--- config.mk ---
export PLATFORM = sky130hd
export DESIGN_NAME = relu_stage
export DESIGN_NICKNAME = d
export VERILOG_FILES = /design/src/common/ofm_pkg.sv /design/src/verilog/relu_stage.sv
export VERILOG_INCLUDE_DIRS = /design/src /design/src/common
export SDC_FILE = /design/constraint.sdc
export NUM_CORES = 1
export LEC_CHECK = 0
export BUFFER_PORTS_ARGS = -buffer_cell sky130_fd_sc_hd__buf_2
export CORE_AREA = 2 2 203 205
export CTS_BUF_LIST = sky130_fd_sc_hd__clkbuf_4 sky130_fd_sc_hd__clkbuf_8
export CTS_CLUSTER_DIAMETER = 100
export CTS_CLUSTER_SIZE = 25
export DETAILED_ROUTE_END_ITERATION = 10
export DIE_AREA = 0 0 205 207
export GPL_TIMING_DRIVEN = 0
export HOLD_SLACK_MARGIN = 0.1
export SLEW_MARGIN = 5
export SYNTH_ARGS = -nofsm -noshare
export SYNTH_HDL_FRONTEND = slang
export SYNTH_SLANG_ARGS = --single-unit
export TNS_END_PERCENT = 100
--- constraint.sdc ---
create_clock -name clk -period 1 [get_ports clk]
set_input_delay 0.2 -clock clk [delete_from_list [all_inputs] [get_ports clk]]
set_output_delay 0.2 -clock clk [all_outputs]
set_load 0.05 [all_outputs]
--- src/common/ofm_settings.svh ---
`ifndef OFM_SETTINGS_SVH
`define OFM_SETTINGS_SVH

// **************************************************
// Row word geometry
// **************************************************
`define OFM_LANES 16
`define OFM_DATA_WIDTH 16

// **************************************************
// Output memory and pooling
// **************************************************
`define OFM_ADDR_WIDTH 22
`define POOL_FIFO_DEPTH 16

// A factor of 0 on negative lanes gives plain ReLU.
`define RELU_NEG_SCALE 0

`endif

--- src/common/ofm_pkg.sv ---
`include "ofm_settings.svh"

package ofm_pkg;

	typedef logic signed [`OFM_DATA_WIDTH - 1 : 0] lane_t;

	typedef logic [`OFM_ADDR_WIDTH - 1 : 0] ofm_addr_t;

	// Holds 1 to POOL_FIFO_DEPTH.
	typedef logic [$clog2(`POOL_FIFO_DEPTH + 1) - 1 : 0] word_count_t;

	// **************************************************
	// One result row word, seen as lanes or lane pairs
	// **************************************************
	typedef union packed {
		lane_t [`OFM_LANES - 1 : 0]            lanes; // Stride 1, bypass, ReLU.
		lane_t [`OFM_LANES / 2 - 1 : 0][1 : 0] pairs; // Stride 2 pooling.
	} row_word_u;

endpackage

--- src/verilog/relu_stage.sv ---
`timescale 1ns/1ps
`include "ofm_settings.svh"

module relu_stage (
	input  logic               clk       ,
	input  logic               rst       ,
	input  logic               in_valid  ,
	input  ofm_pkg::row_word_u in_data   ,
	input  logic               in_last   ,
	output logic               out_valid ,
	output ofm_pkg::row_word_u out_data  ,
	output logic               out_last
);

	import ofm_pkg::*;

	row_word_u relu_word;

	always_comb begin
		for (int i = 0; i < `OFM_LANES; i++) begin
			if (in_data.lanes[i][`OFM_DATA_WIDTH - 1])
				relu_word.lanes[i] = lane_t'(in_data.lanes[i] * `RELU_NEG_SCALE); // Low bits.
			else
				relu_word.lanes[i] = in_data.lanes[i];
		end
	end

	always_ff @(posedge clk) begin
		if (rst) begin
			out_valid <= 1'b0;
			out_last  <= 1'b0;
		end else begin
			out_valid <= in_valid;
			out_last  <= in_valid && in_last;
		end
	end

	always_ff @(posedge clk) begin
		if (in_valid)
			out_data <= relu_word;
	end

endmodule
# Word level (Yosys, flattened, before mapping)
# Cells that the tools add are included.
# totals
mem_bits_rw	0
mem_count	0
reg_bits	258
out_inout_bits	258
latch_bits	0
romBits	0
# op_classes
n_eq_ne	0
div_mod_pow	0
addsub	0
n_shift	0
mux	0
reduce_logical	1
multipliers	0
order_cmp	0
bitwise	0
# ops
op	n
$logic_and 1x1->1	1

# Depth between registers and ports, before layout
# logic_depth
word_depth	1
mapped_depth	2
depth_no_buf	1

# Least setup slack after synthesis
# Ideal clock, no wire load.
# synth_path
path_kind	register to output
startpoint	register out_data[0] (netlist bit)
endpoint	output out_data[0] (netlist bit)
stages_incl_launch_ff	1
path_buffers	0
arrival_time_ns	0.601
required_ns	0.800
setup_slack_ns	0.199
path_cell_list	edfxtp_1
# synth_lines
item	line	source
from (decl)	relu_stage.sv:11	output ofm_pkg::row_word_u out_data ,
from (signal assigned)	relu_stage.sv:40	out_data <= relu_word;
# No word-level cell between the ends.

# Final worst setup path
# layout_path
startpoint	register out_data[103] (netlist bit)
endpoint	output out_data[103] (netlist bit)
# No word-level cell between the ends.

==> impl_metrics.csv <==
group,metric,value,unit
timing,tightest_slew,648.0,ps
clock_tree,cts_buffers,13,
synth,synth.ff_latch_count,242,
drt,drt_wl_total,30.04,mm
power_and_ir_drop,internal-power,16350,uW
placed_design,portBuffers,501,
timing,setup_viol,242,
drt,wl_per_cell,16.29,um
power_and_ir_drop,p_leak,0.007135,uW
power_and_ir_drop,p_sw,7562,uW
floorplanning,dieArea,42440,um^2
timing,final.setup.worst_slack,-393.0,ps
power_and_ir_drop,pwr-share-clk,18.6,%
finish,finalNetCount,1568,
synth,synthTopCellsByArea,"edfxtp_1 (76%), nor2b_2 (8.4%), nor2b_1 (4.6%), and2b_2 (4.4%), and2b_1 (2.5%)",
floorplanning,coreArea,40370,um^2
drt,first_pass_iters,4,
placed_design,gp_congestion,0.8117,
grt,grt_remaining_overflow,0,
min_path,hp-class,"in -> reg",
synth,ys_async_sr_fraction,0,%
clock_tree,cts.hold.buffers_added,258,
synth,yosysMostFrequentCell,"edfxtp_1",
synth,ys.flop_type,"edfxtp_1",
drt,drt_iter0_markers,178,
flow_run,drv_cap,0,
finish,syn2layout_area_growth,80.56,%
setup_path,worst_ep_arrival_time,1190,ps
floorplanning,fp.dieW,205,um
run_status,failed_checks,"negative setup slack",
setup_path,crit_family,"flip-flops",
setup_path,path_buf_inv,1,
timing,fmax,717.9,MHz
power_and_ir_drop,pwr-share-seq,52.0,%
synth,synth_top_area_share,76.22,%
power_and_ir_drop,power_frac_comb,29.4,%
grt,grt_max_degree,118,
drt,vias_per_cell,3.849,
placed_design,dp_cells,1567,
clock_tree,cts_root_buf,"clkbuf_8",
run_status,status,"finished with violations",
clock_tree,htreeDepth,1,
setup_path,critPathSlowestCell,"edfxtp_1",
synth,synth_commonest_cells,"edfxtp_1 (240), nor2b_2 (91), nor2b_1 (70), and2b_2 (48), and2b_1 (32)",
synth,yosysTopAreaCell,"edfxtp_1",
finish,fillers,3555,
timing,finalHoldViolCount,0,
synth,ys_warn_count,0,
grt,antenna_found_initial,0,
synth,synth.distinct_cells,10,
power_and_ir_drop,vdd_drop_max,1.563,mV
floorplanning,boundaryPins,518,
timing,layout_min_cycle_time,1393,ps
synth,syn_area_per_cell,18.29,um^2
setup_path,worst_setup_path_start_kind,"register",
setup_path,cp.required,800,ps
timing,fin_crit_sh,139.3,%
placed_design,hpwl,19.85,mm
synth,synth_edf_count,240,
clock_tree,postCtsSetupBuffers,0,
setup_path,cp_cell_sequence,"buf_6",
grt,grt_pass1_wl,44.29,mm
clock_tree,path_clk_slew,150,ps
timing,rsz0062_at_grt,"true",
drt,vias,7097,
power_and_ir_drop,powerDensity,1401,nW/um^2
synth,ys_seq_area_share,76.64,%
finish,layout-drive-gt1-share,52.94,%
clock_tree,clockBufferDepth,3,
floorplanning,initial_core_util,23.42,%
setup_path,cp_max_fo,1,
drt,ant_nets,0,
clock_tree,cts_tree,"done",
synth,synthCells,517,
floorplanning,die_h,207,um
setup_path,worstSetupEndpointType,"output pin",
grt,grt_use_total,13.46,%
timing,fin_setup_tns,-77960,ps
drt,remaining_drc_errors,0,
clock_tree,cts.sinks,242,
timing,drv_slew,0,
setup_path,criticalPathCategory,"reg -> out",
synth,synth_area,9455,um^2
timing,slew_headroom,56.80,%
grt,grt_pass1_vias,7798,
floorplanning,core.rowCount,74,
setup_path,cpPeakStageDelay,470,ps
finish,finalNonFillerCells,1844,
power_and_ir_drop,swShare,31.63,%
==> worst paths after layout <==
| path | start | cells after the start | endpoint | slack (ps) |
|---|---|---|---|---|
| setup / recovery | out_data[103]$_SDFFCE_PP0P_ | 1 | out_data[103] | -390 |
| hold / removal | in_valid | 1 | out_data[234]$_SDFFCE_PP0P_ | 7 |
==> cell type report <==
cell class / count / area (um^2) / share of cell area (%)
Antenna cell: 1 / 2.502 / 0.01466
Buffer: 32 / 300.3 / 1.759
Clock buffer: 17 / 209.0 / 1.224
Clock inverter: 1 / 8.758 / 0.05130
Multi-Input combinational cell: 258 / 1964 / 11.51
Sequential cell: 242 / 7249 / 42.46
Tap cell: 532 / 665.6 / 3.899
Timing Repair Buffer: 761 / 6673 / 39.08
==> kinds of logic after synthesis <==
| logic type | count (synthesis) | synth area share (%) |
|---|---|---|
| other | 1 | 0.03966 |
| buffers and inverters | 32 | 3.176 |
| and+or+nand+nor | 242 | 20.14 |
| DFF | 242 | 76.64 |
==> metal layers <==
metal / wire length [um] / global-route usage [%]
met1: 10420 / 13.62
met2: 16400 / 26.43
met3: 2423 / 3.729
met5: 0 / 0
met4: 787 / 3.721
==> sequential cells by signal, indices dropped and copies added (netlist names) <==
| register | count |
|---|---|
| out_valid | 1 |
| out_last | 1 |
| out_data | 240 |
==> through the flow <==
step                      hold slack [ps]  worst slack [ps]  power [uW]  cell area [um^2]  util (%)
final                               7.018            -393.0       23910             17070     42.29
after global routing               -33.07            -475.6       24790             17070     42.29
after CTS                          -54.27            -506.9       24160             17070     42.28
after detailed placement            375.9            -374.7       17740             12750     31.58
after global placement              366.7             -3726       17720             12680     31.42
after floorplan                     271.6             199.4       16040              9512         -
==> cell usage in the layout (no fill, tap or decap) <==
master	n
and2b_1	32
nor2b_1	70
diode_2	1
buf_8	2
clkbuf_8	13
buf_4	16
clkbuf_4	4
inv_6	1
conb_1	16
and3b_1	1
dfxtp_2	2
edfxtp_1	240
dlygate4sd3_1	258
buf_16	2
and2b_2	48
nor2b_2	91
buf_2	258
buf_6	257
==> timing repair <==
item,4_1_cts,5_1_grt
hold endpoints to repair,268,26
gates resized for setup,486,1
endpoints found under the setup margin,242,242
==> power by group through the flow <==
stage,Combinational [uW],Sequential [uW],Clock [uW]
2_1_floorplan,761,15300,0
3_3_place_gp,5210,12500,0
3_5_place_dp,5270,12500,0
4_1_cts,6990,12400,4730
5_1_grt,7300,12500,4980
6_report,7030,12400,4450
Note: power is estimated with default switching activity, not from simulation.
