`config.mk`:
```
export PLATFORM = sky130hd
export DESIGN_NAME = ofm_writer
export DESIGN_NICKNAME = d
export VERILOG_FILES = /design/src/common/ofm_pkg.sv /design/src/verilog/ofm_writer.sv
export VERILOG_INCLUDE_DIRS = /design/src /design/src/common
export SDC_FILE = /design/constraint.sdc
export NUM_CORES = 1
export LEC_CHECK = 0
export ABC_AREA = 1
export BUFFER_PORTS_ARGS = -buffer_cell sky130_fd_sc_hd__buf_2
export CORE_AREA = 2 2 217 219
export DETAILED_ROUTE_END_ITERATION = 10
export DIE_AREA = 0 0 219 221
export GPL_TIMING_DRIVEN = 0
export PLACE_DENSITY = 0.44
export SETUP_SLACK_MARGIN = 0.02
export SLEW_MARGIN = 30
export SYNTH_ARGS = -nofsm -noshare
export SYNTH_HDL_FRONTEND = slang
export SYNTH_SLANG_ARGS = --single-unit
```
`constraint.sdc`:
```
create_clock -name clk -period 1.45 [get_ports clk]
set_input_delay 0.145 -clock clk [delete_from_list [all_inputs] [get_ports clk]]
set_output_delay 0.145 -clock clk [all_outputs]
set_load 0.03 [all_outputs]
```
`src/common/ofm_settings.svh`:
```
`ifndef OFM_SETTINGS_SVH
`define OFM_SETTINGS_SVH

// **************************************************
// Row word geometry
// **************************************************
`define OFM_LANES 16
`define OFM_DATA_WIDTH 16

// **************************************************
// Output memory and pooling
// **************************************************
`define OFM_ADDR_WIDTH 22
`define POOL_FIFO_DEPTH 16

// A factor of 0 on negative lanes gives plain ReLU.
`define RELU_NEG_SCALE 0

`endif

```
`src/common/ofm_pkg.sv`:
```
`include "ofm_settings.svh"

package ofm_pkg;

	typedef logic signed [`OFM_DATA_WIDTH - 1 : 0] lane_t;

	typedef logic [`OFM_ADDR_WIDTH - 1 : 0] ofm_addr_t;

	// Holds 1 to POOL_FIFO_DEPTH.
	typedef logic [$clog2(`POOL_FIFO_DEPTH + 1) - 1 : 0] word_count_t;

	// **************************************************
	// One result row word, seen as lanes or lane pairs
	// **************************************************
	typedef union packed {
		lane_t [`OFM_LANES - 1 : 0]            lanes; // Stride 1, bypass, ReLU.
		lane_t [`OFM_LANES / 2 - 1 : 0][1 : 0] pairs; // Stride 2 pooling.
	} row_word_u;

endpackage

```
`src/verilog/ofm_writer.sv`:
```
`timescale 1ns/1ps

module ofm_writer (
	input  logic               clk              ,
	input  logic               rst              ,
	input  logic               start            ,
	input  ofm_pkg::ofm_addr_t start_write_addr ,
	input  logic               in_valid         ,
	input  ofm_pkg::row_word_u in_data          ,
	input  logic               in_last          ,
	output logic               ofm_we           ,
	output ofm_pkg::ofm_addr_t ofm_addr         ,
	output ofm_pkg::row_word_u ofm_data         ,
	output logic               done
);

	import ofm_pkg::*;

	ofm_addr_t addr_cnt; // Next free word.

	always_ff @(posedge clk) begin
		if (rst) begin
			addr_cnt <= '0;
		end else if (start) begin
			addr_cnt <= start_write_addr;
		end else if (in_valid) begin
			addr_cnt <= addr_cnt + 1'b1;
		end
	end

	// **************************************************
	// Write port and end of frame
	// **************************************************
	always_ff @(posedge clk) begin
		if (rst) begin
			ofm_we <= 1'b0;
			done   <= 1'b0;
		end else begin
			ofm_we <= in_valid;
			done   <= in_valid && in_last;
		end
	end

	always_ff @(posedge clk) begin
		if (in_valid) begin
			ofm_addr <= addr_cnt;
			ofm_data <= in_data;
		end
	end

endmodule

```
Word level (Yosys, flattened, before mapping)
Index checks and enable logic that the tools add are counted.
{"block": "word_totals", "mem_bits_ro": 0, "latchBits": 0, "elab_cells": 10, "out_inout_bits": 280, "ram_bits": 0, "ff_bits": 302, "n_memories": 0}
{"block": "classes", "n_shift": 0, "eq_ne": 0, "order_cmp": 0, "n_mux": 2, "n_reduce_logical": 2, "add_sub_neg": 1, "multipliers": 0, "bitwise_logic": 0, "div_mod_pow": 0}
{"operator": "$mux W22", "n": 2}
{"operator": "$add A22 B1 Y22 const B", "n": 1}
{"operator": "$reduce_bool A2 Y1", "n": 1}
{"operator": "$logic_and A1 B1 Y1", "n": 1}

Longest topological paths before layout
{"block": "depth", "word_depth": 3, "mapped_depth": 9, "depth_no_buf": 9}

Worst setup path before layout
No wires, ideal clock.
{"block": "synth_path", "path_type": "reg2reg", "start": "reg addr_cnt[1]", "end": "reg addr_cnt[16]", "period_less_slack_ns": 1.271, "t_required_ns": 1.380, "setup_time_ns": 0.070, "t_arrival_ns": 1.201, "stages_incl_launch_ff": 10, "path_buffers": 0, "slack_ns": 0.179, "cell_sequence": "dfxtp_1 ha_1 nand2_1 nor2_2 nand2_4 nor2_4 nand2_1 nand2_1 nand3_1 a21oi_1"}
{"block": "synth_between", "elab_chain_len": 3}
{"element": "start, declared", "line": "ofm_writer.sv:19", "text": "ofm_addr_t addr_cnt;"}
{"element": "start signal, assigned", "line": "ofm_writer.sv:25", "text": "addr_cnt <= start_write_addr;"}
{"element": "start signal, assigned", "line": "ofm_writer.sv:27", "text": "addr_cnt <= addr_cnt + 1'b1;"}
{"element": "$add A22 B1 Y22", "line": "ofm_writer.sv:27"}
{"element": "$mux W22", "line": "ofm_writer.sv:26", "text": "end else if (in_valid) begin"}
{"element": "$mux W22", "line": "ofm_writer.sv:24", "text": "end else if (start) begin"}
Every way passes these cells. The select of a mux whose other input is x is not followed.
A chain may end at the register's enable or synchronous reset.

Worst setup path after layout
{"block": "layout_path", "start": "reg addr_cnt[1]", "end": "reg addr_cnt[20]"}
Same word-level chain as after synthesis.

==> impl_metrics.csv <==
group,metric,value,unit
synthesis,syn_area,9890,µm²
cells_and_area,syn2layout_area_growth,79.4,%
die,die_h,221,µm
timing,relSlewSlack,63.1,%
synthesis,ys_ff_latch,302,
hold_path,hold_class,"primary input to flop",
critical_path,worstPathRequired,1.91,ns
critical_path,arrival,1.86,ns
synthesis,ys_warn_count,0,
synthesis,seq_area_frac_synth,89.3,%
synthesis,syn_area_per_cell,19.8,µm²
critical_path,max_stage_delay,0.38,ns
die,core-area,46100,µm²
placed_design,place.gp.congestion,0.808,
grt,antenna_found_initial,6,
clock_network,clk_latency,0.53,ns
synthesis,synth_flop_cell,"edfxtp_1",
pwr,p_per_area,1280,nW/µm²
route,ant_nets,0,
critical_path,worstPathMaxFanout,5,
synthesis,synth-edff-count,278,
die,boundaryPins,563,
timing,post-route-period-util,96.8,%
run_status,status,"completed",
cells_and_area,drive_above_1_share,47.2,%
grt,grtUsageTotal,14.4,%
cells_and_area,final_common_cell,"buf_2",
cells_and_area,nets,1680,
timing,fmax,713,MHz
route,viasPerCell,3.88,
route,first_iter_violations,299,
synthesis,async_flop_share,0,%
critical_path,path_class,"flop to flop",
synthesis,syn_nets,784,
timing,setup_ws,0.0466,ns
grt,first_global_vias,8130,
timing,setup_viol,0,
clock_network,cts_tree,"built",
die,fp.dieW,219,µm
clock_network,htree_levels,2,
critical_path,endpoint_kind,"flop",
cells_and_area,diodes,0,
cells_and_area,multiInputGateArea,990,µm²
clock_network,clkTransAtPathRegs,0.06,ns
pwr,vdd.ir_drop.worst,877,µV
critical_path,path_buf_inv,0,
route,wl_per_cell,18.1,µm
placed_design,preCtsSetupSlack,-0.481,ns
synthesis,synth_cells,500,
cells_and_area,mostFrequentLayoutCells,"buf_2 (562), dlygate4sd3_1 (284), edfxtp_1 (278)",
critical_path,cp-start-kind,"flop",
timing,tns,0,ns
critical_path,crit_slowest_cell,"dfxtp_4",
route,drc,0,
clock_network,numCtsBuffers,37,
timing,max_slew.worst_pin.slew,0.554,ns
die,die_area,48400,µm²
grt,grt.overflow.total,0,
timing,hold_viol,0,
cells_and_area,seq_area,8850,µm²
synthesis,ys_types,30,
pwr,leakagePower,7.39,nW
clock_network,cts.sinks,302,
clock_network,root_buffer,"clkbuf_16",
job,maxCapViolCount,0,
timing,fin_skew,0.00555,ns
timing,min_period,1.40,ns
route,vias,7881,
cells_and_area,fill_cells,4437,
placed_design,dp_hpwl,26.9,mm
grt,grt_pass1_wl,51.4,mm
critical_path,cp_top_family,"simple AND/OR/NAND/NOR gates",
die,rows,79,
clock_network,cts.path.max_buffers,3,
timing,finalMaxSlewViolations,0,
timing,rsz0062_at_grt,"yes",
grt,grt_max_degree,80,
route,totalWireLength,36.9,mm
placed_design,portBuffers,562,
die,initial_core_util,21.5,%
route,drtPass1Iterations,5,
critical_path,cp_cell_sequence,"ha_4 > nand2_4 > nor2_4 > nand2_4 > nor2_4 > nand2_1 > nand2_1 > nand3_2 > a21oi_2",
==> cells in the mapped netlist, types with 2 or more instances <==
| library cell | number | area [µm²] |
|---|---|---|
| a21oi_1 | 16 | 80.1 |
| a22oi_1 | 13 | 97.6 |
| a31oi_1 | 4 | 25.0 |
| and2_1 | 2 | 12.5 |
| buf_6 | 2 | 22.5 |
| dfxtp_1 | 24 | 480 |
| edfxtp_1 | 278 | 8350 |
| inv_1 | 17 | 63.8 |
| inv_2 | 4 | 15.0 |
| nand2_1 | 53 | 199 |
| nand2_2 | 5 | 31.3 |
| nand2_4 | 2 | 22.5 |
| nand3_1 | 24 | 120 |
| nand4_1 | 2 | 12.5 |
| nor2_1 | 19 | 71.3 |
| nor2_2 | 3 | 18.8 |
| nor2_4 | 6 | 67.6 |
| o21ai_0 | 7 | 35.0 |
| o21bai_1 | 5 | 37.5 |
| xnor2_1 | 4 | 35.0 |
==> per-layer routing <==
| metal | routed length [µm] | vias to the layer above | GRT usage [%] | share of wire [%] |
|---|---|---|---|---|
| met5 | 70 | - | 0 | 0.19 |
| met4 | 1080 | 12 | 4.62 | 2.9 |
| met3 | 2610 | 78 | 4.15 | 7.1 |
| met2 | 19300 | 322 | 26.4 | 52 |
| met1 | 13800 | 3784 | 15.9 | 37 |
| li1 | - | 3685 | - | - |
==> path summary, 6_finish.rpt <==
kind                                          startpoint                   endpoint  slack, ns  cells after the start
worst max-delay path            addr_cnt[1]$_SDFFE_PP0P_  addr_cnt[20]$_SDFFE_PP0P_       0.05                      9
worst min register to register  addr_cnt[7]$_SDFFE_PP0P_      ofm_addr[7]$_DFFE_PP_       0.48                      0
worst max register to register  addr_cnt[1]$_SDFFE_PP0P_  addr_cnt[20]$_SDFFE_PP0P_       0.05                      9
worst min-delay path                            in_valid    ofm_data[243]$_DFFE_PP_       0.04                      1
==> stage by stage <==
step                power [mW]  utilization (%)  hold WS, ns  area [µm²]  cells
detailed placement        13.4             29.5        0.323       13600   1673
global route              23.7             38.5       0.0266       17700   2032
floorplan                 12.1                -        0.244        9890    500
CTS                       23.2             38.2      0.00303       17600   2025
finish                    22.8             38.5       0.0383       17700   2032
global placement          13.4             29.2        0.322       13500   1669
==> final cells by class <==
type / count / area share [%]
Sequential cell: 302 / 49.9
Clock inverter: 17 / 0.818
Timing Repair Buffer: 857 / 33.0
Inverter: 21 / 0.444
Clock buffer: 51 / 5.76
Multi-Input combinational cell: 171 / 5.58
Tap cell: 607 / 4.28
Buffer: 6 / 0.296
==> where the power goes <==
part | internal (mW) | switching [mW]
Combinational | 1.28 | 2.13
Clock | 5.30 | 3.60
Sequential | 10.3 | 0.222
==> sequential cells by signal, indices dropped and copies added, names as in the netlist <==
signal    cells
ofm_we        1
addr_cnt     22
done          1
ofm_addr     22
ofm_data    256
==> kinds of logic (layout without fill, tap and decap cells) <==
group                      after synthesis  after routing  synth area share [%]
adders and majority gates                1              1                 0.127
DFF                                    302            302                  89.3
AOI/OAI and AO/OA                       47             47                  2.94
buffers and inverters                   27            952                  1.33
xor gates and xnor gates                 4              4                 0.354
and+or+nand+nor                        119            119                  5.97
==> repair_timing <==
item,CTS,global route
pin swaps,0,12
endpoints found under the hold margin,279,0
hold buffers,284,0
gates resized for setup,3,26
gates cloned,0,1
endpoints found under the setup margin,6,81
buffers inserted,0,6
(Power assumes the default switching activity.)
